==> src/common/cpuDefines.svh <==
`ifndef CPU_DEFINES_SVH
`define CPU_DEFINES_SVH

// Datapath widths
`define WORD_W      16  // Data and instruction word
`define REG_ADDR_W  4   // Register index
`define NUM_REGS    16

// Memory word address widths
`define IMEM_AW     8
`define DMEM_AW     8

// Opcode values in bits 15:12
`define OP_ADD      4'd0
`define OP_SUB      4'd1
`define OP_XOR      4'd2
`define OP_SLL      4'd3  // Shift rs left by imm
`define OP_SRL      4'd4  // Shift rs right by imm
`define OP_LW       4'd5
`define OP_SW       4'd6
`define OP_LLB      4'd7  // Replace low byte of rd
`define OP_LHB      4'd8  // Replace high byte of rd
`define OP_HLT      4'd9

`endif
==> src/common/cpuPkg.sv <==
`default_nettype none

`include "cpuDefines.svh"

////////////////////////////////////////////////////////////
// Shared datapath types
////////////////////////////////////////////////////////////
package cpuPkg;

  // One data word or instruction
  typedef logic [`WORD_W-1:0] word_t;

  // Register index into the register file
  typedef logic [`REG_ADDR_W-1:0] regAddr_t;

  typedef logic [3:0] opcode_t;  // Bits 15:12 of an instruction

  // Operand source select in execute
  // 0 register value, 1 EX/MEM result, 2 write-back value
  typedef logic [1:0] fwdSel_t;

  // Word addresses of the two memories
  typedef logic [`IMEM_AW-1:0] imemAddr_t;
  typedef logic [`DMEM_AW-1:0] dmemAddr_t;

endpackage

`default_nettype wire

==> src/design/hazardUnit.sv <==
`default_nettype none

module hazardUnit (
  input  cpuPkg::regAddr_t srcA,       // Decode sources, zero when unused
  input  cpuPkg::regAddr_t srcB,
  input  cpuPkg::regAddr_t exRd,
  input  logic             exMemRead,  // Load sitting in execute
  output logic             hold,
  output logic             bubble
);

  logic loadUse;

  // Loaded word only exists after memory, so the consumer waits one cycle
  always_comb begin
    loadUse = 1'b0;
    if (exMemRead && (exRd != '0)) begin
      loadUse = (exRd == srcA) || (exRd == srcB);
    end
  end

  assign hold   = loadUse;  // Freeze pc and IF/ID
  assign bubble = loadUse;  // Nop into ID/EX

endmodule

`default_nettype wire

==> config.mk <==
export PLATFORM = sky130hd
export DESIGN_NAME = hazardUnit
export DESIGN_NICKNAME = d
export VERILOG_FILES = /design/src/common/cpuPkg.sv /design/src/design/hazardUnit.sv
export VERILOG_INCLUDE_DIRS = /design/src /design/src/common
export SDC_FILE = /design/constraint.sdc
export NUM_CORES = 1
export LEC_CHECK = 0
export BUFFER_PORTS_ARGS = -buffer_cell sky130_fd_sc_hd__buf_2
export CORE_AREA = 2 2 39 41
export DETAILED_ROUTE_END_ITERATION = 16
export DIE_AREA = 0 0 41 43
export SLEW_MARGIN = 20
export SYNTH_ARGS = -nofsm -noshare
export SYNTH_HDL_FRONTEND = slang
export SYNTH_SLANG_ARGS = --single-unit
==> constraint.sdc <==
create_clock -name vclk -period 1.8
set_input_delay 0.36 -clock vclk [all_inputs]
set_output_delay 0.36 -clock vclk [all_outputs]
set_load 0.005 [all_outputs]
==> results.toml, run 1 <==
[drt]
drt_first_pass_iters = 1
ant_nets = 0
drt_iter0_markers = 0
routed_wl_um = 327
drcViolationCount = 0
drt-vias-per-instance = 3.349
route.vias.total = 144
wl_per_cell_um = 7.605

[global_route]
globalRouteMet2Util_pct = 6.563
use_met1_pct = 1.899
grt_pass1_wl_um = 365
gr-usage-all-layers_pct = 2.797
grt.overflow.total = 0
grtUsageMet3_pct = 0.5236
grt_pass1_vias = 102
grt_start_max_net_pins = 4
gr-max-usage-layer = "met2"
antenna_found_initial = 0

[power]
pwr-share-comb_pct = 100.0
swShare_pct = 40.04
p_seq_share_pct = 0
power.internal_w = 0.00002493
p_switching_w = 0.00001664
p_leak_nw = 0.08241
clockPowerShare_pct = 0
p_per_area_nw_per_um2 = 217.2
irDropWorstVdd_v = 0.00002134

[clock_tree]
postCtsSetupRepairBufs = 0
cts_resized = 0
cts_hold_buf = 0

[synth]
ys_seq_area_share_pct = 0
syn-num-nets = 26
synth_top_area_share_pct = 67.47
synth_cell_types = 5
yosys.area.top_type = "xnor2_1"
synth_common_cells = "xnor2_1 (8), nand4_1 (2), a21oi_1 (1), buf_4 (1), o41ai_1 (1)"
synth_area_um2 = 103.9
synth_cells = 13
synth_area_leaders = "xnor2_1 (67%), nand4_1 (12%), o41ai_1 (8.4%)"
synth.most_common_cell = "xnor2_1"
syn_area_per_cell_um2 = 7.988
ys.warnings.count = 0

[timing]
slew_headroom_pct = 82.32
setup_viol = 0
finalHoldViolCount = 0
fin_tns_setup_ns = 0
period_minus_slack_ns = 1.425
fmax_mhz = 701.9
drv_slew = 0
period_share_pct = 79.15
tightestPinTransition_ns = 0.2618
rsz0062_at_grt = "false"

[floorplan]
rows = 14
fp.dieH_um = 43
die_x_um = 41
core_um2 = 1384
io_pins = 15
dieArea_um2 = 1763
start_util_pct = 7.505

[setup_path]
critPathSlowestCell = "a21oi_1"
end_kind = "output port"
crit_top_cell = "buf_2"
critPathTopFamily = "buffers and inverters"
arrival_ns = 1.06
required_ns = 1.44
path_cells = "buf_2, xnor2_1, nand4_1, a21oi_1, buf_2"
path_class = "input pin to output port"
critPathMaxStageDelay_ns = 0.19
path_buf_inv = 2
startpoint_type = "input pin"
crit_path_max_fanout = 3

[cells_and_area]
fin_nets = 42
clock_buffers = 0
antenna_cells = 0
num-fill-cells = 160
multiInputGateArea_um2 = 96.34
seqCellArea_um2 = 0
drive_above_1_share_pct = 55.56
n_sequential_cell = 0
final_core_util_pct = 13.83
syn2layout_area_growth_pct = 84.34

[run_status]
status = "finished clean"

[hold_path]
min_path_type = "input pin to output port"

[place]
place.port_buffers = 15
gp_congestion = 0.4182

[job]
maxCapViolCount = 0
per-layer routing:
layer	vias up	part of all wire (%)
li1	74	-
met5	-	0
met3	0	21
met2	12	46
met1	58	32
met4	0	0
placed cells by master, fill, tap and decap left out:
cell type,count
buf_2,15
nand4_1,2
xnor2_1,8
a21oi_1,1
o41ai_1,1
per-stage QoR:
stage / power [W] / cells / hold slack (ns) / setup slack (ns) / instance area [um^2]
final: 0.00004157 / 43 / 1.030 / 0.3752 / 191.4
after floorplan: 0.00002076 / 13 / 0.8085 / 0.5061 / 103.9
after CTS: 0.00004213 / 43 / 1.036 / 0.3613 / 191.4
after detailed placement: 0.00004188 / 43 / 1.036 / 0.3629 / 191.4
after global routing: 0.00004570 / 43 / 1.062 / 0.3044 / 191.4
after global placement: 0.00004165 / 43 / 1.032 / 0.3888 / 191.4
cell families after synthesis:
kind of cell | synth area share [%]
compound gates | 13.25
simple gates | 12.05
buf+inv | 7.232
xor+xnor | 67.47
cell type report:
cell class	count	share of cell area (%)
timing repair buffer	15	39.22
multi-input combinational	12	50.33
tap	16	10.46
tightest hold or removal path: stages:
cell	delay [ns]
buf_2	0.10
o41ai_1	0.05
a21oi_1	0.05
buf_2	0.12
power groups by stage:
stage / clock network (W) / logic (W) / registers [W]
after floorplan: 0 / 0.0000208 / 0
after CTS: 0 / 0.0000421 / 0
after detailed placement: 0 / 0.0000419 / 0
after global routing: 0 / 0.0000457 / 0
after global placement: 0 / 0.0000416 / 0
final: 0 / 0.0000416 / 0
path summary, 6_finish.rpt:
kind,from,endpoint,slack [ns],cells past startpoint
setup / recovery,exRd[0],bubble,0.38,5
hold / removal,exMemRead,hold,1.03,4
No activity file was read; power rests on OpenSTA's default activity.
==> run 2: changes to the inputs <==
==> constraint.sdc (replaced) <==
create_clock -name vclk -period 1.3
set_input_delay 0.26 -clock vclk [all_inputs]
set_output_delay 0.26 -clock vclk [all_outputs]
set_load 0.005 [all_outputs]
==> run 2 against run 1 <==
  * Via count grew 8.3%
  * Setup slack worse by 0.30 ns
  * Final cell count stayed put
  * Sequential share of layout area stayed put
  * Hold slack lost 0.20 ns
  * Global-route usage shrank 0.30 points
  * Critical path depth is 1 lower
  * Non-clock buffer count stayed put
  * Power increased by 50%
  * Die area did not move
  * Combinational power rose by 50%
  * Critical endpoint unchanged
  * Largest power group unchanged
  * Highest routed layer unchanged
==> results.toml, run 2 (synthesis gave the netlist of run 1 again) <==
[run_status]
status = "finished clean"

[power]
p_leak_nw = 0.08576
clockPowerShare_pct = 0
p_per_area_nw_per_um2 = 307.0
irDropWorstVdd_v = 0.00003172
power.internal_w = 0.00003587
pwr-share-comb_pct = 100.0
swShare_pct = 42.37
p_seq_share_pct = 0
p_switching_w = 0.00002636
power.total_w = 0.00006223

[cells_and_area]
multiInputGateArea_um2 = 107.6
final_cell_mix = "buf_2 (15), xnor2_1 (8), nand4_1 (2)"
n_sequential_cell = 0
seqCellArea_um2 = 0
syn2layout_area_growth_pct = 95.18
final_common_cell = "buf_2"
clock_buffers = 0
num-fill-cells = 164
fin_nets = 42
fin_cells = 43
drive_above_1_share_pct = 62.96
antenna_cells = 0

[drt]
route.vias.total = 156
drt_iter0_markers = 0
wl_per_cell_um = 8.279
drt_first_pass_iters = 1
drcViolationCount = 0
drt-vias-per-instance = 3.628
ant_nets = 0
routed_wl_um = 356

[floorplan]
io_pins = 15
die_x_um = 41
fp.dieH_um = 43
start_util_pct = 7.505
rows = 14
core_um2 = 1384
dieArea_um2 = 1763

[setup_path]
startpoint_type = "input pin"
end_kind = "output port"
crit_top_cell = "buf_2"
critPathMaxStageDelay_ns = 0.38
path_class = "input pin to output port"
critPathTopFamily = "compound AO/OA/AOI/OAI gates"
path_cells = "buf_2, o41ai_2, a21oi_2, buf_2"
critPathSlowestCell = "o41ai_2"
crit_path_max_fanout = 3
arrival_ns = 0.97
path_buf_inv = 2
required_ns = 1.04

[timing]
period_share_pct = 94.39
tightestPinTransition_ns = 0.3019
fmax_mhz = 815.0
worst_slack_ns = 0.07293
setup_viol = 0
slew_headroom_pct = 79.66
rsz0062_at_grt = "false"
drv_slew = 0
finalHoldViolCount = 0
period_minus_slack_ns = 1.227
fin_tns_setup_ns = 0

[clock_tree]
cts_hold_buf = 0
postCtsSetupRepairBufs = 0

[job]
maxCapViolCount = 0

[global_route]
grt_pass1_wl_um = 331
antenna_found_initial = 0
gr-usage-all-layers_pct = 2.498
grt_pass1_vias = 99
grt_start_max_net_pins = 4
grt.overflow.total = 0

[hold_path]
min_path_type = "input pin to output port"

[place]
dp_cells = 43
gp_congestion = 0.4182
place.port_buffers = 15
pre_cts_slack_ns = 0.06972
## run 2: cell count changes in the layout (fill, tap and decap cells not counted)
cell / delta
o41ai_1: -1
a21oi_1: -1
a21oi_2: +1
o41ai_2: +1
## run 2: what timing repair did
| item | 4_1_cts | 5_1_grt |
|---|---|---|
| endpoints found under the hold margin | 0 | 0 |
| resized for setup | 0 | 2 |
| setup endpoints to repair | 0 | 2 |
## run 2: worst min-delay path: stages
cell,delay (ns)
buf_2,0.11
o41ai_2,0.05
a21oi_2,0.04
buf_2,0.11
## run 2: area by class of cell
cell class         count  area share (%)
multi-input cells     12           53.09
repair buffers        15           37.04
well taps             16           9.877
## run 2: layer usage
| layer | global-route usage, % | part of all wire, % |
|---|---|---|
| met5 | 0 | 0 |
| met2 | 6.563 | 52 |
| met4 | 0 | 0 |
| met3 | 0 | 15 |
| met1 | 1.266 | 33 |
## run 2: final timing paths
check / from / to / slack [ns] / cells past startpoint
hold / removal: exMemRead / hold / 0.83 / 4
setup / recovery: exRd[0] / bubble / 0.07 / 4
## run 2: power groups by stage
stage,combinational (W),sequential [W],clock [W]
2_1_floorplan,0.0000287,0,0
3_3_place_gp,0.0000581,0,0
3_5_place_dp,0.0000585,0,0
4_1_cts,0.0000591,0,0
5_1_grt,0.0000672,0,0
6_report,0.0000622,0,0
## run 2: metrics by stage
step	hold WS, ns	util, %	cell area [um^2]
2_1_floorplan	0.6085	-	103.9
3_3_place_gp	0.8281	13.83	191.4
3_5_place_dp	0.8338	13.83	191.4
4_1_cts	0.8338	13.83	191.4
5_1_grt	0.8527	14.65	202.7
6_report	0.8277	14.65	202.7
==> run 3: changes to the inputs <==
--- a/config.mk
+++ b/config.mk
@@ -7,9 +7,11 @@
 export NUM_CORES = 1
 export LEC_CHECK = 0
 export BUFFER_PORTS_ARGS = -buffer_cell sky130_fd_sc_hd__buf_2
+export CAP_MARGIN = 15
 export CORE_AREA = 2 2 39 41
 export DETAILED_ROUTE_END_ITERATION = 16
 export DIE_AREA = 0 0 41 43
+export RECOVER_POWER = 50
 export SLEW_MARGIN = 20
 export SYNTH_ARGS = -nofsm -noshare
 export SYNTH_HDL_FRONTEND = slang
==> run 3 against run 2 <==
  * Combinational power about the same
  * Utilization decreased by 0.090 points
  * Wire length increased by 1.4%
  * Sequential cell count unchanged
  * Setup slack got worse by 0.0043 ns
  * Hold slack got worse by 0.020 ns
  * Critical path depth unchanged
  * Sequential share of layout area unchanged
  * First-iteration DRC count unchanged
  * Die area unchanged
  * Via count decreased by 1.3%
==> results.toml, run 3 (synthesis gave the netlist of run 1 again) <==
[power]
swShare_pct = 42.77
power.internal_w = 0.00003546
p_seq_share_pct = 0
p_per_area_nw_per_um2 = 307.6
p_leak_nw = 0.08153
p_switching_w = 0.00002651
pwr-share-comb_pct = 100.0
clockPowerShare_pct = 0
irDropWorstVdd_v = 0.00003172

[timing]
drv_slew = 0
rsz0062_at_grt = "false"
fmax_mhz = 812.1
fin_tns_setup_ns = 0
finalHoldViolCount = 0
tightestPinTransition_ns = 0.3019
setup_viol = 0
slew_headroom_pct = 79.66
fin_hold_ws_ns = 0.8078
period_minus_slack_ns = 1.231
period_share_pct = 94.72

[drt]
route.vias.total = 154
ant_nets = 0
drt_first_pass_iters = 1
drt-vias-per-instance = 3.581
routed_wl_um = 361
drt_iter0_markers = 0
wl_per_cell_um = 8.395
drcViolationCount = 0

[setup_path]
critPathTopFamily = "compound AO/OA/AOI/OAI gates"
path_class = "input pin to output port"
arrival_ns = 0.97
crit_top_cell = "buf_2"
path_buf_inv = 2
crit_path_max_fanout = 3
path_cells = "buf_2, o41ai_2, a21oi_2, buf_2"
critPathSlowestCell = "o41ai_2"
end_kind = "output port"
required_ns = 1.04
critPathMaxStageDelay_ns = 0.38
startpoint_type = "input pin"

[global_route]
grt_start_max_net_pins = 4
gr-usage-all-layers_pct = 2.498
grt_pass1_wl_um = 331
grtUsageMet3_pct = 0
gr-max-usage-layer = "met2"
globalRouteMet2Util_pct = 6.563
antenna_found_initial = 0
use_met1_pct = 1.266
grt.overflow.total = 0
grt_pass1_vias = 99

[cells_and_area]
fin_nets = 42
clock_buffers = 0
final_cell_mix = "buf_2 (14), xnor2_1 (8), nand4_1 (2)"
final_common_cell = "buf_2"
antenna_cells = 0
final_core_util_pct = 14.56
drive_above_1_share_pct = 59.26
fin_cells = 43
multiInputGateArea_um2 = 107.6
num-fill-cells = 165
n_sequential_cell = 0
seqCellArea_um2 = 0
syn2layout_area_growth_pct = 93.97

[job]
maxCapViolCount = 0

[floorplan]
io_pins = 15
die_x_um = 41
start_util_pct = 7.505
core_um2 = 1384
dieArea_um2 = 1763
fp.dieH_um = 43
rows = 14

[clock_tree]
cts_resized = 0
postCtsSetupRepairBufs = 0
cts_hold_buf = 0

[place]
dp_cells = 43
gp_congestion = 0.4182
place.port_buffers = 15

[run_status]
status = "finished clean"

[hold_path]
min_path_type = "input pin to output port"
[run 3: cell types whose count changed in the layout (fill, tap and decap cells not counted)]
cell | before | now
clkbuf_1 | 0 | 1
buf_2 | 15 | 14
[run 3: cell type report]
class,instances,share of cell area [%]
well taps,16,9.938
multi-input cells,12,53.42
repair buffers,15,36.65
[run 3: metrics by stage]
step,area [um^2],power (W),worst slack [ns]
2_1_floorplan,103.9,0.00002875,0.2061
3_5_place_dp,191.4,0.00005852,0.06972
5_1_grt,201.4,0.00006686,0.002658
6_report,201.4,0.00006196,0.06859
4_1_cts,191.4,0.00005907,0.06908
3_3_place_gp,191.4,0.00005811,0.08554
[run 3: layer usage]
metal / wire (um) / share of wire (%) / vias up
li1: - / - / 74
met3: 56 / 16 / 0
met4: 0 / 0 / 0
met1: 122 / 34 / 68
met2: 182 / 50 / 12
met5: 0 / 0 / -
[run 3: worst paths after layout]
kind  startpoint     end  slack (ns)  depth (start not counted)
max      exRd[0]  bubble        0.07                          4
min    exMemRead    hold        0.81                          4
[run 3: power groups by stage]
stage	Clock, W	Sequential (W)	Combinational [W]
floorplan	0	0	0.0000287
global placement	0	0	0.0000581
detailed placement	0	0	0.0000585
CTS	0	0	0.0000591
global route	0	0	0.0000669
finish	0	0	0.0000620
