**config.mk**
```make
export PLATFORM = sky130hd
export DESIGN_NAME = executeStage
export DESIGN_NICKNAME = d
export VERILOG_FILES = /design/src/common/cpuPkg.sv /design/src/execute/executeStage.sv
export VERILOG_INCLUDE_DIRS = /design/src /design/src/common
export SDC_FILE = /design/constraint.sdc
export NUM_CORES = 1
export LEC_CHECK = 0
export ABC_AREA = 1
export BUFFER_PORTS_ARGS = -buffer_cell sky130_fd_sc_hd__buf_2
export CAP_MARGIN = 15
export CORE_ASPECT_RATIO = 0.9
export CORE_MARGIN = 3
export CORE_UTILIZATION = 40
export DETAILED_ROUTE_END_ITERATION = 7
export PLACE_DENSITY_LB_ADDON = 0.1
export SYNTH_ARGS = -nofsm -noshare
export SYNTH_HDL_FRONTEND = slang
export SYNTH_SLANG_ARGS = --single-unit
```
**constraint.sdc**
```tcl
create_clock -name clk -period 8.6 [get_ports clk]
set_input_delay 0.86 -clock clk [delete_from_list [all_inputs] [get_ports clk]]
set_output_delay 0.86 -clock clk [all_outputs]
set_load 0.02 [all_outputs]
```
**src/common/cpuDefines.svh**
```systemverilog
`ifndef CPU_DEFINES_SVH
`define CPU_DEFINES_SVH

// Datapath widths
`define WORD_W      16  // Data and instruction word
`define REG_ADDR_W  4   // Register index
`define NUM_REGS    16

// Memory word address widths
`define IMEM_AW     8
`define DMEM_AW     8

// Opcode values in bits 15:12
`define OP_ADD      4'd0
`define OP_SUB      4'd1
`define OP_XOR      4'd2
`define OP_SLL      4'd3  // Shift rs left by imm
`define OP_SRL      4'd4  // Shift rs right by imm
`define OP_LW       4'd5
`define OP_SW       4'd6
`define OP_LLB      4'd7  // Replace low byte of rd
`define OP_LHB      4'd8  // Replace high byte of rd
`define OP_HLT      4'd9

`endif
```
**src/common/cpuPkg.sv**
```systemverilog
`default_nettype none

`include "cpuDefines.svh"

////////////////////////////////////////////////////////////
// Shared datapath types
////////////////////////////////////////////////////////////
package cpuPkg;

  // One data word or instruction
  typedef logic [`WORD_W-1:0] word_t;

  // Register index into the register file
  typedef logic [`REG_ADDR_W-1:0] regAddr_t;

  typedef logic [3:0] opcode_t;  // Bits 15:12 of an instruction

  // Operand source select in execute
  // 0 register value, 1 EX/MEM result, 2 write-back value
  typedef logic [1:0] fwdSel_t;

  // Word addresses of the two memories
  typedef logic [`IMEM_AW-1:0] imemAddr_t;
  typedef logic [`DMEM_AW-1:0] dmemAddr_t;

endpackage

`default_nettype wire

```
**src/execute/executeStage.sv**
```systemverilog
`default_nettype none

`include "cpuDefines.svh"

module executeStage (
  input  logic             clk,
  input  logic             rst,
  input  cpuPkg::opcode_t  exOp,
  input  cpuPkg::word_t    exA,
  input  cpuPkg::word_t    exB,
  input  cpuPkg::word_t    exImm,
  input  cpuPkg::regAddr_t exSrcA,
  input  cpuPkg::regAddr_t exSrcB,
  input  cpuPkg::regAddr_t exRd,
  input  logic             exRegWrite,
  input  logic             exMemRead,
  input  logic             exMemWrite,
  input  logic             exHalt,
  input  logic             wbEn,
  input  cpuPkg::regAddr_t wbReg,
  input  cpuPkg::word_t    wbData,
  output cpuPkg::word_t    memResult,  // ALU result or memory address
  output cpuPkg::word_t    memStore,
  output cpuPkg::regAddr_t memRd,
  output logic             memRegWrite,
  output logic             memRead,
  output logic             memWrite,
  output logic             memHalt
);

  cpuPkg::fwdSel_t selA;
  cpuPkg::fwdSel_t selB;
  cpuPkg::word_t   opA;
  cpuPkg::word_t   opB;
  cpuPkg::word_t   aluOut;

  ////////////////////////////////////////////////////////////
  // Forwarding select
  ////////////////////////////////////////////////////////////
  // Youngest producer wins, R0 is never forwarded
  function automatic cpuPkg::fwdSel_t pickSrc(input cpuPkg::regAddr_t src);
    if (src == '0) begin
      return 2'd0;
    end
    if (memRegWrite && (memRd == src)) begin
      return 2'd1;  // EX/MEM result
    end
    if (wbEn && (wbReg == src)) begin
      return 2'd2;  // Write-back value
    end
    return 2'd0;
  endfunction

  function automatic cpuPkg::word_t pickVal(input cpuPkg::fwdSel_t sel,
                                            input cpuPkg::word_t regVal);
    case (sel)
      2'd1:    return memResult;
      2'd2:    return wbData;
      default: return regVal;
    endcase
  endfunction

  always_comb begin
    selA = pickSrc(exSrcA);
    selB = pickSrc(exSrcB);
    opA  = pickVal(selA, exA);
    opB  = pickVal(selB, exB);  // Also the SW store data
  end

  // ALU
  always_comb begin
    case (exOp)
      `OP_ADD:         aluOut = opA + opB;
      `OP_SUB:         aluOut = opA - opB;
      `OP_XOR:         aluOut = opA ^ opB;
      `OP_SLL:         aluOut = opA << exImm[3:0];
      `OP_SRL:         aluOut = opA >> exImm[3:0];  // Logical shift
      `OP_LW, `OP_SW:  aluOut = opA + exImm;  // Byte address
      `OP_LLB:         aluOut = {opA[15:8], exImm[7:0]};
      `OP_LHB:         aluOut = {exImm[7:0], opA[7:0]};
      default:         aluOut = '0;
    endcase
  end

  ////////////////////////////////////////////////////////////
  // EX/MEM register
  ////////////////////////////////////////////////////////////
  always_ff @(posedge clk) begin
    if (rst) begin
      memRegWrite <= 1'b0;
      memRead     <= 1'b0;
      memWrite    <= 1'b0;
      memHalt     <= 1'b0;
    end else begin
      memRegWrite <= exRegWrite;
      memRead     <= exMemRead;
      memWrite    <= exMemWrite;
      memHalt     <= exHalt;
    end
  end

  always_ff @(posedge clk) begin
    memResult <= aluOut;
    memStore  <= opB;
    memRd     <= exRd;
  end

endmodule

`default_nettype wire

```
==> metrics.cfg, run 1 <==
[run_status]
status = complete, no violations

[floorplanning]
die_h_um = 110.6
core_um2 = 11670
die_w_um = 122.2
num_io_pins = 131
dieArea_um2 = 13520
start_util_pct = 41.69
rows = 37

[pwr]
leakagePower_nw = 2.822
peakVddDrop_mv = 0.07358
p_per_area_nw_per_um2 = 141.7
power_mw = 0.8158

[layout]
final_core_util_pct = 49.37
syn_to_final_growth_pct = 18.42
fillCellCount = 1312
final_cells = 1135
drive_gt1_share_pct = 17.67
final_cell_mix = 272 x nand2_1, 130 x buf_2, 91 x inv_1, 85 x o21ai_0, 71 x nand3_1
layout.nets = 1090
multi_input_area_um2 = 3528
regArea_um2 = 800.8
layout_commonest_cell = nand2_1
antenna_cells = 0

[route]
route.detailed.drc = 0
wl_um = 21380
num_vias = 6503
post_drt_wl_per_cell_um = 18.83
drt_iter0_markers = 992
via_per_inst = 5.730
ant_nets = 0
dr.pass1.iters = 6

[grt]
grt_max_degree = 41
met2_usage_pct = 41.54
antenna_found_initial = 1
busiest_layer = met1
grt_pass1_wl_um = 31980
grt_use_total_pct = 30.23
use_met1_pct = 44.22
grt_pass1_vias = 5614
gr-total-overflow = 0
met3_usage_pct = 9.473

[place]
place_congestion = 1.060
port_buffers = 130
dp_slack_ns = 2.861
place_hpwl_um = 17320
dp.cells = 1127

[sta]
rsz0062_at_grt = false
skew_ns = 0.01875
tns_ns = 0
hold_violations = 0
min_period_ns = 5.558
drv_slew = 0
max_freq_mhz = 179.9
relSlewSlack_pct = 20.18
final-setup-viol-count = 0
worstMarginPinSlew_ns = 1.185
worst_slack_ns = 3.042
post-route-period-util_pct = 64.63

[setup_path]
cp.arrival_ns = 5.72
crit_path_end_kind = register
cpMaxStageDelayCell = ha_1
reg2reg_slack_ns = 3.40
path_class = input port to register
path_max_fanout = 19
slowest_delay_ns = 0.59
crit_buf_inv = 4
start_kind = input port
worstPathRequired_ns = 8.77
cpLargestDelayFamily = simple AND/OR/NAND/NOR gates

[yosys]
syn_nets = 987
syn_avg_cell_area_um2 = 5.558
ys.flop_type = dfxtp_1
netlist.area_leader.share_pct = 20.99
syn_area_um2 = 4863
ys_ff_latch = 40
synth_edf_count = 0
ys_seq_area_share_pct = 16.47
yosysWarnings = 0
synth.distinct_cells = 44
netlist_instances = 875
synth_area_leaders = nand2_1 21%, dfxtp_1 16%, o21ai_0 8.7%
synth-async-reset-ratio_pct = 0
synth_top_cell_by_area = nand2_1

[clocking]
path_clk_slew_ns = 0.08
numCtsBuffers = 5
insertion_delay_ns = 0.30
clock-root-buffer = clkbuf_16
clk_path_buf_depth = 2
htree_levels = 2
cts_resized = 0
hold_buffers = 0
cts_tree = built
post_cts_buffers = 0
cts.sinks = 40

[run]
cap_violations = 0

[hold_path]
hold_class = input port to register

-- worst register-to-register path: cells and delay by family (launching register included) --
| family | cells | cell delay (ns) |
|---|---|---|
| AOI/OAI and AO/OA | 7 | 0.92 |
| adders and majority gates | 3 | 1.23 |
| buffers and inverters | 4 | 0.47 |
| DFF | 1 | 0.37 |
| and+or+nand+nor | 12 | 2.08 |
-- area by class of cell --
class / count / area share [%]
inverters: 99 / 6.452
repair buffers: 136 / 12.08
multi-input cells: 696 / 61.26
flip-flops and latches: 40 / 13.90
well taps: 156 / 3.389
clock inverters: 3 / 0.7386
clock buffers: 5 / 2.172
-- per-layer routing --
layer / wire, um / vias to the layer above
met5: 11 / -
met4: 767 / 2
met3: 2822 / 72
met2: 8538 / 421
met1: 9235 / 2876
li1: - / 3132
-- registers in the layout, summed over array words and instances (netlist names) --
| register | count |
|---|---|
| memHalt | 1 |
| memRd | 4 |
| memRead | 1 |
| memRegWrite | 1 |
| memResult | 16 |
| memStore | 16 |
| memWrite | 1 |
-- where the power goes --
group          internal [mW]  switching, mW
Combinational          0.118          0.254
Clock                  0.136         0.0814
Sequential             0.207         0.0184
Total                  0.462          0.354
-- final timing paths --
| path | start | end | depth (start not counted) |
|---|---|---|---|
| hold reg to reg | memResult[4]$_DFF_P_ | memStore[4]$_DFF_P_ | 4 |
| setup / recovery | wbReg[3] | memResult[11]$_DFF_P_ | 25 |
| setup reg to reg | memRd[1]$_DFF_P_ | memResult[11]$_DFF_P_ | 26 |
| hold / removal | exRd[2] | memRd[2]$_DFF_P_ | 1 |
-- cells by family after synthesis --
kind of cell	Yosys count	synth area share (%)
adder cells (fa/ha/maj)	21	5.557
flip-flops	40	16.47
AO/OA/AOI/OAI	215	25.73
XOR/XNOR	12	2.161
AND/OR/NAND/NOR	448	39.11
buffers and inverters	139	10.99
-- Yosys cell counts (2+ instances only) --
cell type,count
o21ai_0,85
nor2_1,58
o21ai_1,15
a21oi_1,47
clkbuf_1,27
inv_2,7
a31oi_1,8
nand2_1,272
o2111ai_1,10
nor2_2,2
xor2_1,10
or2_2,8
nand4_1,8
a22oi_1,5
nor3_2,2
dfxtp_1,40
a211oi_1,4
or2_0,2
nand2_2,6
xnor2_1,2
nor4_1,3
nand3_1,71
buf_2,10
nand3b_1,4
o211ai_1,12
inv_1,91
nor3_1,7
ha_1,20
a21o_1,2
a311oi_1,2
o221ai_1,8
o22ai_1,10
o21a_1,3
o21ai_2,2
buf_1,3
-- through the flow --
stage / hold WS (ns) / instance area, um^2
after floorplan: 0.6731 / 4863
after global placement: 0.6883 / 5592
after detailed placement: 0.6869 / 5592
after CTS: 0.6716 / 5759
after global routing: 0.6754 / 5759
final: 0.6746 / 5759
Power figures use the tool's default switching activity.
==> run 2: changes to the inputs <==
--- a/config.mk
+++ b/config.mk
@@ -6,7 +6,7 @@
 export SDC_FILE = /design/constraint.sdc
 export NUM_CORES = 1
 export LEC_CHECK = 0
-export ABC_AREA = 1
+export ABC_AREA = 0
 export BUFFER_PORTS_ARGS = -buffer_cell sky130_fd_sc_hd__buf_2
 export CAP_MARGIN = 15
 export CORE_ASPECT_RATIO = 0.9
==> constraint.sdc (replaced) <==
create_clock -name clk -period 5.4 [get_ports clk]
set_input_delay 0.54 -clock clk [delete_from_list [all_inputs] [get_ports clk]]
set_output_delay 0.54 -clock clk [all_outputs]
set_load 0.02 [all_outputs]
==> run 2 against run 1 <==
Clock-buffer cell count is 1 higher. Non-clock buffer count up 15. First-iteration DRC count shrank 51%. Clock power is 56% higher. Sequential share of layout area fell by 0.19 points. Area after synthesis increased by 0.18%. Highest routed layer unchanged. Largest cell class unchanged. Combinational power grew 64%. Final area grew 1.4%. Critical path depth shrank 5.
==> metrics.cfg, run 2 <==
[run_status]
status = complete, no violations

[layout]
antenna_cells = 0
final_core_util_pct = 50.05
fillCellCount = 1199
drive_gt1_share_pct = 28.86
layout_commonest_cell = buf_2
top_regs = memResult: 16 flops, memStore: 16 flops, memRd: 4 flops
final_cell_mix = 130 x buf_2, 62 x nand2_1, 50 x nor2_1, 40 x dfxtp_1
syn_to_final_growth_pct = 19.85
layout.nets = 856
final_cells = 901

[yosys]
synth_top_cell_by_area = dfxtp_1
syn_nets = 740
yosysWarnings = 0
syn_avg_cell_area_um2 = 7.758
netlist_instances = 628
synth_edf_count = 0
ys_seq_area_share_pct = 16.44
synth-async-reset-ratio_pct = 0
synth_area_leaders = dfxtp_1 16%, mux4_2 8.8%, xnor2_1 6.1%
synth_most_common_cell = nand2_1
synth.top_cells.by_count = 62 x nand2_1, 50 x nor2_1, 40 x dfxtp_1
netlist.area_leader.share_pct = 16.44
ys.flop_type = dfxtp_1
synth.distinct_cells = 66
ys_ff_latch = 40
syn_area_um2 = 4872

[floorplanning]
die_w_um = 122.3
rows = 37
dieArea_um2 = 13540
core_um2 = 11670
start_util_pct = 41.76
num_io_pins = 131
die_h_um = 110.7

[hold_path]
hold_class = input port to register
holdPathStages = 1
min_from = exRd[3]
min_to = memRd[3]$_DFF_P_

[route]
post_drt_wl_per_cell_um = 21.85
wl_um = 19680
num_vias = 5494
route.detailed.drc = 0
drt_iter0_markers = 487
via_per_inst = 6.098
dr.pass1.iters = 5
ant_nets = 0

[place]
port_buffers = 130
dp.cells = 893
place_hpwl_um = 15990
place_congestion = 1.005

[pwr]
clock_power_share_pct = 26.0
seqPwrFrac_pct = 27.6
p_sw_mw = 0.5245
combinationalPowerShare_pct = 46.4
p_int_mw = 0.7879
peakVddDrop_mv = 0.1159
p_per_area_nw_per_um2 = 224.8
leakagePower_nw = 2.527
switching_share_pct = 39.96

[clocking]
clk_path_buf_depth = 2
numCtsBuffers = 5
post_cts_buffers = 0
path_clk_slew_ns = 0.06
cts_resized = 0
insertion_delay_ns = 0.29
cts.sinks = 40
htree_levels = 2
cts_tree = built
hold_buffers = 0
clock-root-buffer = clkbuf_16

[sta]
relSlewSlack_pct = 37.96
max_freq_mhz = 202.6
worstMarginPinSlew_ns = 0.9272
drv_slew = 0
skew_ns = 0.009405
rsz0062_at_grt = false
final-setup-viol-count = 0
hold_violations = 0
tns_ns = 0
post-route-period-util_pct = 91.42
min_period_ns = 4.937

[setup_path]
start_kind = input port
cp.arrival_ns = 5.09
rr_endpoint = memResult[15]$_DFF_P_
worstPathRequired_ns = 5.55
r2r_cells = 18
worst_path_most_repeated_cell = ha_1
reg2reg_slack_ns = 0.49
slowest_delay_ns = 0.43
r2r_start = memRd[0]$_DFF_P_
crit_path_end_kind = register
path_class = input port to register
cpMaxStageDelayCell = a221oi_1
path_cells = buf_2 > or3_1 > nor3b_1 > a21oi_1 > or3_1 > ha_1 > nor2b_1 > or2_2 > ha_1 > a221oi_1 > inv_1 > ha_1 > a21o_1 > a21oi_1 > o2111ai_1 > nand3b_1 > o21ai_0 > o41a_1 > xnor2_1 > o211ai_2
path_max_fanout = 5

[run]
cap_violations = 0

[grt]
grt_use_total_pct = 28.27
grt_pass1_wl_um = 30010
gr-total-overflow = 0
antenna_found_initial = 1
grt_max_degree = 35
grt_pass1_vias = 5138

[run 2: metal layers]
metal | wire, um | up-vias | GRT usage, %
li1 | - | 2573 | -
met1 | 9088 | 2617 | 43.06
met2 | 8250 | 285 | 41.54
met3 | 2033 | 17 | 4.949
met4 | 303 | 2 | 5.821
met5 | 7 | - | 0
[run 2: cell type report]
type                            instances  area (um^2)  area share, %
Clock inverter                          2        35.03         0.6000
Sequential cell                        40        800.8          13.71
Multi-Input combinational cell        500         3699          63.34
Clock buffer                            6        128.9          2.207
Inverter                               46        172.7          2.957
Tap cell                              156        195.2          3.343
Timing Repair Buffer                  151        808.3          13.84
[run 2: critical path: cells and delay by family]
kind,cells,cell delay (ns)
XOR/XNOR,1,0.17
buffers and inverters,2,0.21
adder cells (fa/ha/maj),3,0.97
AND/OR/NAND/NOR,6,1.33
AO/OA/AOI/OAI,8,1.86
[run 2: per-stage QoR]
stage	setup slack [ns]	hold slack, ns	area (um^2)	power, mW
floorplan	0.4134	0.5677	4872	0.7542
global placement	0.2933	0.6441	5675	0.9651
detailed placement	0.2132	0.6447	5675	0.9627
CTS	0.4886	0.3442	5839	1.306
global route	0.01987	0.3510	5839	1.379
finish	0.4633	0.3483	5839	1.312
[run 2: cells by family after synthesis]
kind of cell               after synthesis  synth area share (%)
muxes                                   33                 11.68
DFF                                     40                 16.44
and+or+nand+nor                        184                 18.00
buffers and inverters                   88                 7.755
xor gates and xnor gates                47                 8.449
adders and majority gates               21                 5.547
AOI/OAI and AO/OA                      215                 32.13
[run 2: worst max path at each step]
stage	startpoint	to	cells past startpoint
3_5_place_dp	exSrcB[0]	memResult[14]$_DFF_P_	23
2_1_floorplan	exSrcB[0]	memResult[14]$_DFF_P_	25
3_3_place_gp	exSrcB[0]	memResult[14]$_DFF_P_	23
4_1_cts	exSrcB[0]	memResult[14]$_DFF_P_	24
5_1_grt	exSrcB[0]	memResult[14]$_DFF_P_	24
6_report	exSrcB[0]	memResult[15]$_DFF_P_	20
[run 2: power groups by stage]
stage | Clock (mW) | Combinational [mW] | Sequential, mW
after global placement | 0 | 0.598 | 0.367
after detailed placement | 0 | 0.595 | 0.368
after CTS | 0.347 | 0.598 | 0.361
after floorplan | 0 | 0.353 | 0.401
after global routing | 0.357 | 0.656 | 0.365
final | 0.341 | 0.609 | 0.362
==> run 3: changes to the inputs <==
--- a/config.mk
+++ b/config.mk
@@ -11,7 +11,7 @@
 export CAP_MARGIN = 15
 export CORE_ASPECT_RATIO = 0.9
 export CORE_MARGIN = 3
-export CORE_UTILIZATION = 40
+export CORE_UTILIZATION = 55
 export DETAILED_ROUTE_END_ITERATION = 7
 export PLACE_DENSITY_LB_ADDON = 0.1
 export SYNTH_ARGS = -nofsm -noshare
==> run 3 against run 2 <==
Clock-buffer cell count is 1 lower. Core utilization is 18 points higher. Final area is 2.5% lower. Power is 4.5% lower. Non-clock buffer count is 9 lower. Register-to-register slack worse by 0.11 ns. Global-route usage is 8.3 points higher. Critical endpoint is now memResult[14]$_DFF_P_. Via count is 4.9% higher.
==> metrics.cfg, run 3 (same netlist as run 2, synthesis figures left out) <==
[setup_path]
cp.arrival_ns = 5.31
worstPathRequired_ns = 5.62
r2r_start = memRd[2]$_DFF_P_
path_max_fanout = 7
reg2reg_slack_ns = 0.38
rr_endpoint = memResult[14]$_DFF_P_
r2r_cells = 20
crit_path_end_kind = register
start_kind = input port
path_class = input port to register

[clocking]
cts.sinks = 40
hold_buffers = 0
post_cts_buffers = 0
path_clk_slew_ns = 0.08
numCtsBuffers = 5
clock-root-buffer = clkbuf_8
insertion_delay_ns = 0.30
cts_tree = built
cts_resized = 0
htree_levels = 2
clk_path_buf_depth = 2

[layout]
top_regs = memResult: 16 flops, memStore: 16 flops, memRd: 4 flops
layout.nets = 847
syn_to_final_growth_pct = 16.80
final_cells = 850
layout_commonest_cell = buf_2
drive_gt1_share_pct = 28.16
antenna_cells = 0
fillCellCount = 688
final_cell_mix = 130 x buf_2, 62 x nand2_1, 50 x nor2_1, 40 x dfxtp_1
design_area_um2 = 5690

[hold_path]
holdPathStages = 1
min_from = exRd[0]
min_to = memRd[0]$_DFF_P_
hold_class = input port to register

[floorplanning]
die_h_um = 95.29
dieArea_um2 = 10030
num_io_pins = 131
rows = 31
core_um2 = 8339
die_w_um = 105.2
start_util_pct = 58.42

[pwr]
power_mw = 1.254
peakVddDrop_mv = 0.1843
leakagePower_nw = 2.468
p_per_area_nw_per_um2 = 220.3

[grt]
grt_use_total_pct = 36.61
grt_max_degree = 35
grt_pass1_vias = 5365
antenna_found_initial = 0
grt_pass1_wl_um = 28990
gr-total-overflow = 0

[place]
place_hpwl_um = 14740
place_congestion = 0.9647
placed_area_um2 = 5552
port_buffers = 130
dp.cells = 843

[sta]
min_period_ns = 5.090
relSlewSlack_pct = 38.96
whs_ns = 0.3390
hold_violations = 0
skew_ns = 0.009772
post-route-period-util_pct = 94.26
worstMarginPinSlew_ns = 0.9123
tns_ns = 0
final-setup-viol-count = 0
drv_slew = 0
rsz0062_at_grt = false
max_freq_mhz = 196.5

[route]
dr.pass1.iters = 7
via_per_inst = 6.781
drt_iter0_markers = 828
num_vias = 5764
route.detailed.drc = 0
wl_um = 18690
ant_nets = 0
post_drt_wl_per_cell_um = 21.98

[run_status]
status = complete, no violations

[run]
cap_violations = 0

run 3: cell count changes in the layout (fill, tap and decap cells not counted), sizes merged:
cell	delta
buf	-9
bufinv	+1
clkinv	-1
clkbuf	-1
run 3: worst max path at each step:
stage,depth (start not counted),to,from
floorplan,25,memResult[14]$_DFF_P_,exSrcB[0]
global placement,24,memResult[14]$_DFF_P_,exSrcB[0]
detailed placement,24,memResult[14]$_DFF_P_,exSrcB[0]
CTS,24,memResult[14]$_DFF_P_,exSrcB[0]
global route,22,memResult[14]$_DFF_P_,exSrcB[1]
finish,24,memResult[14]$_DFF_P_,exSrcB[0]
run 3: metal layers:
layer | global-route usage (%) | vias up | wire (um)
met5 | 0 | - | 0
li1 | - | 2555 | -
met4 | 13.99 | 0 | 660
met1 | 49.83 | 2630 | 7443
met3 | 7.244 | 59 | 2509
met2 | 57.54 | 520 | 8073
run 3: area by class of cell:
type	instances	area, um^2	share of cell area [%]
multi-input cells	500	3704	65.08
flip-flops and latches	40	800.8	14.07
repair buffers	142	740.7	13.02
inverters	46	172.7	3.034
well taps	115	143.9	2.529
clock buffers	5	68.82	1.209
clock inverters	2	60.06	1.055
run 3: power breakdown:
group | internal, mW | switching, mW | leakage [nW]
sequential | 0.330 | 0.0294 | 0.335
clock | 0.182 | 0.109 | 0.0642
combinational | 0.234 | 0.369 | 2.07
run 3: through the flow:
stage	utilization [%]	setup WS (ns)
2_1_floorplan	-	0.4134
3_3_place_gp	66.57	0.2081
3_5_place_dp	66.57	-0.08860
4_1_cts	68.12	0.1979
5_1_grt	68.24	0.002677
6_report	68.24	0.3099
run 3: worst max-delay path, cell delays in order:
cell and delay, ns:
buf_2 0.13, or3_1 0.39, nor3b_1 0.16, a21oi_1 0.12, or3_1 0.15, inv_1 0.05, ha_1 0.30, a221oi_2 0.31
or2_2 0.19, ha_1 0.17, inv_1 0.07, nor3_2 0.21, nand2b_1 0.12, nor2_1 0.13, xnor2_1 0.13, o221ai_1 0.14
ha_1 0.35, a21o_1 0.19, a21oi_1 0.28, nor3b_2 0.28, a211oi_1 0.15, o31ai_1 0.28, mux2_2 0.37, o21ai_1 0.11
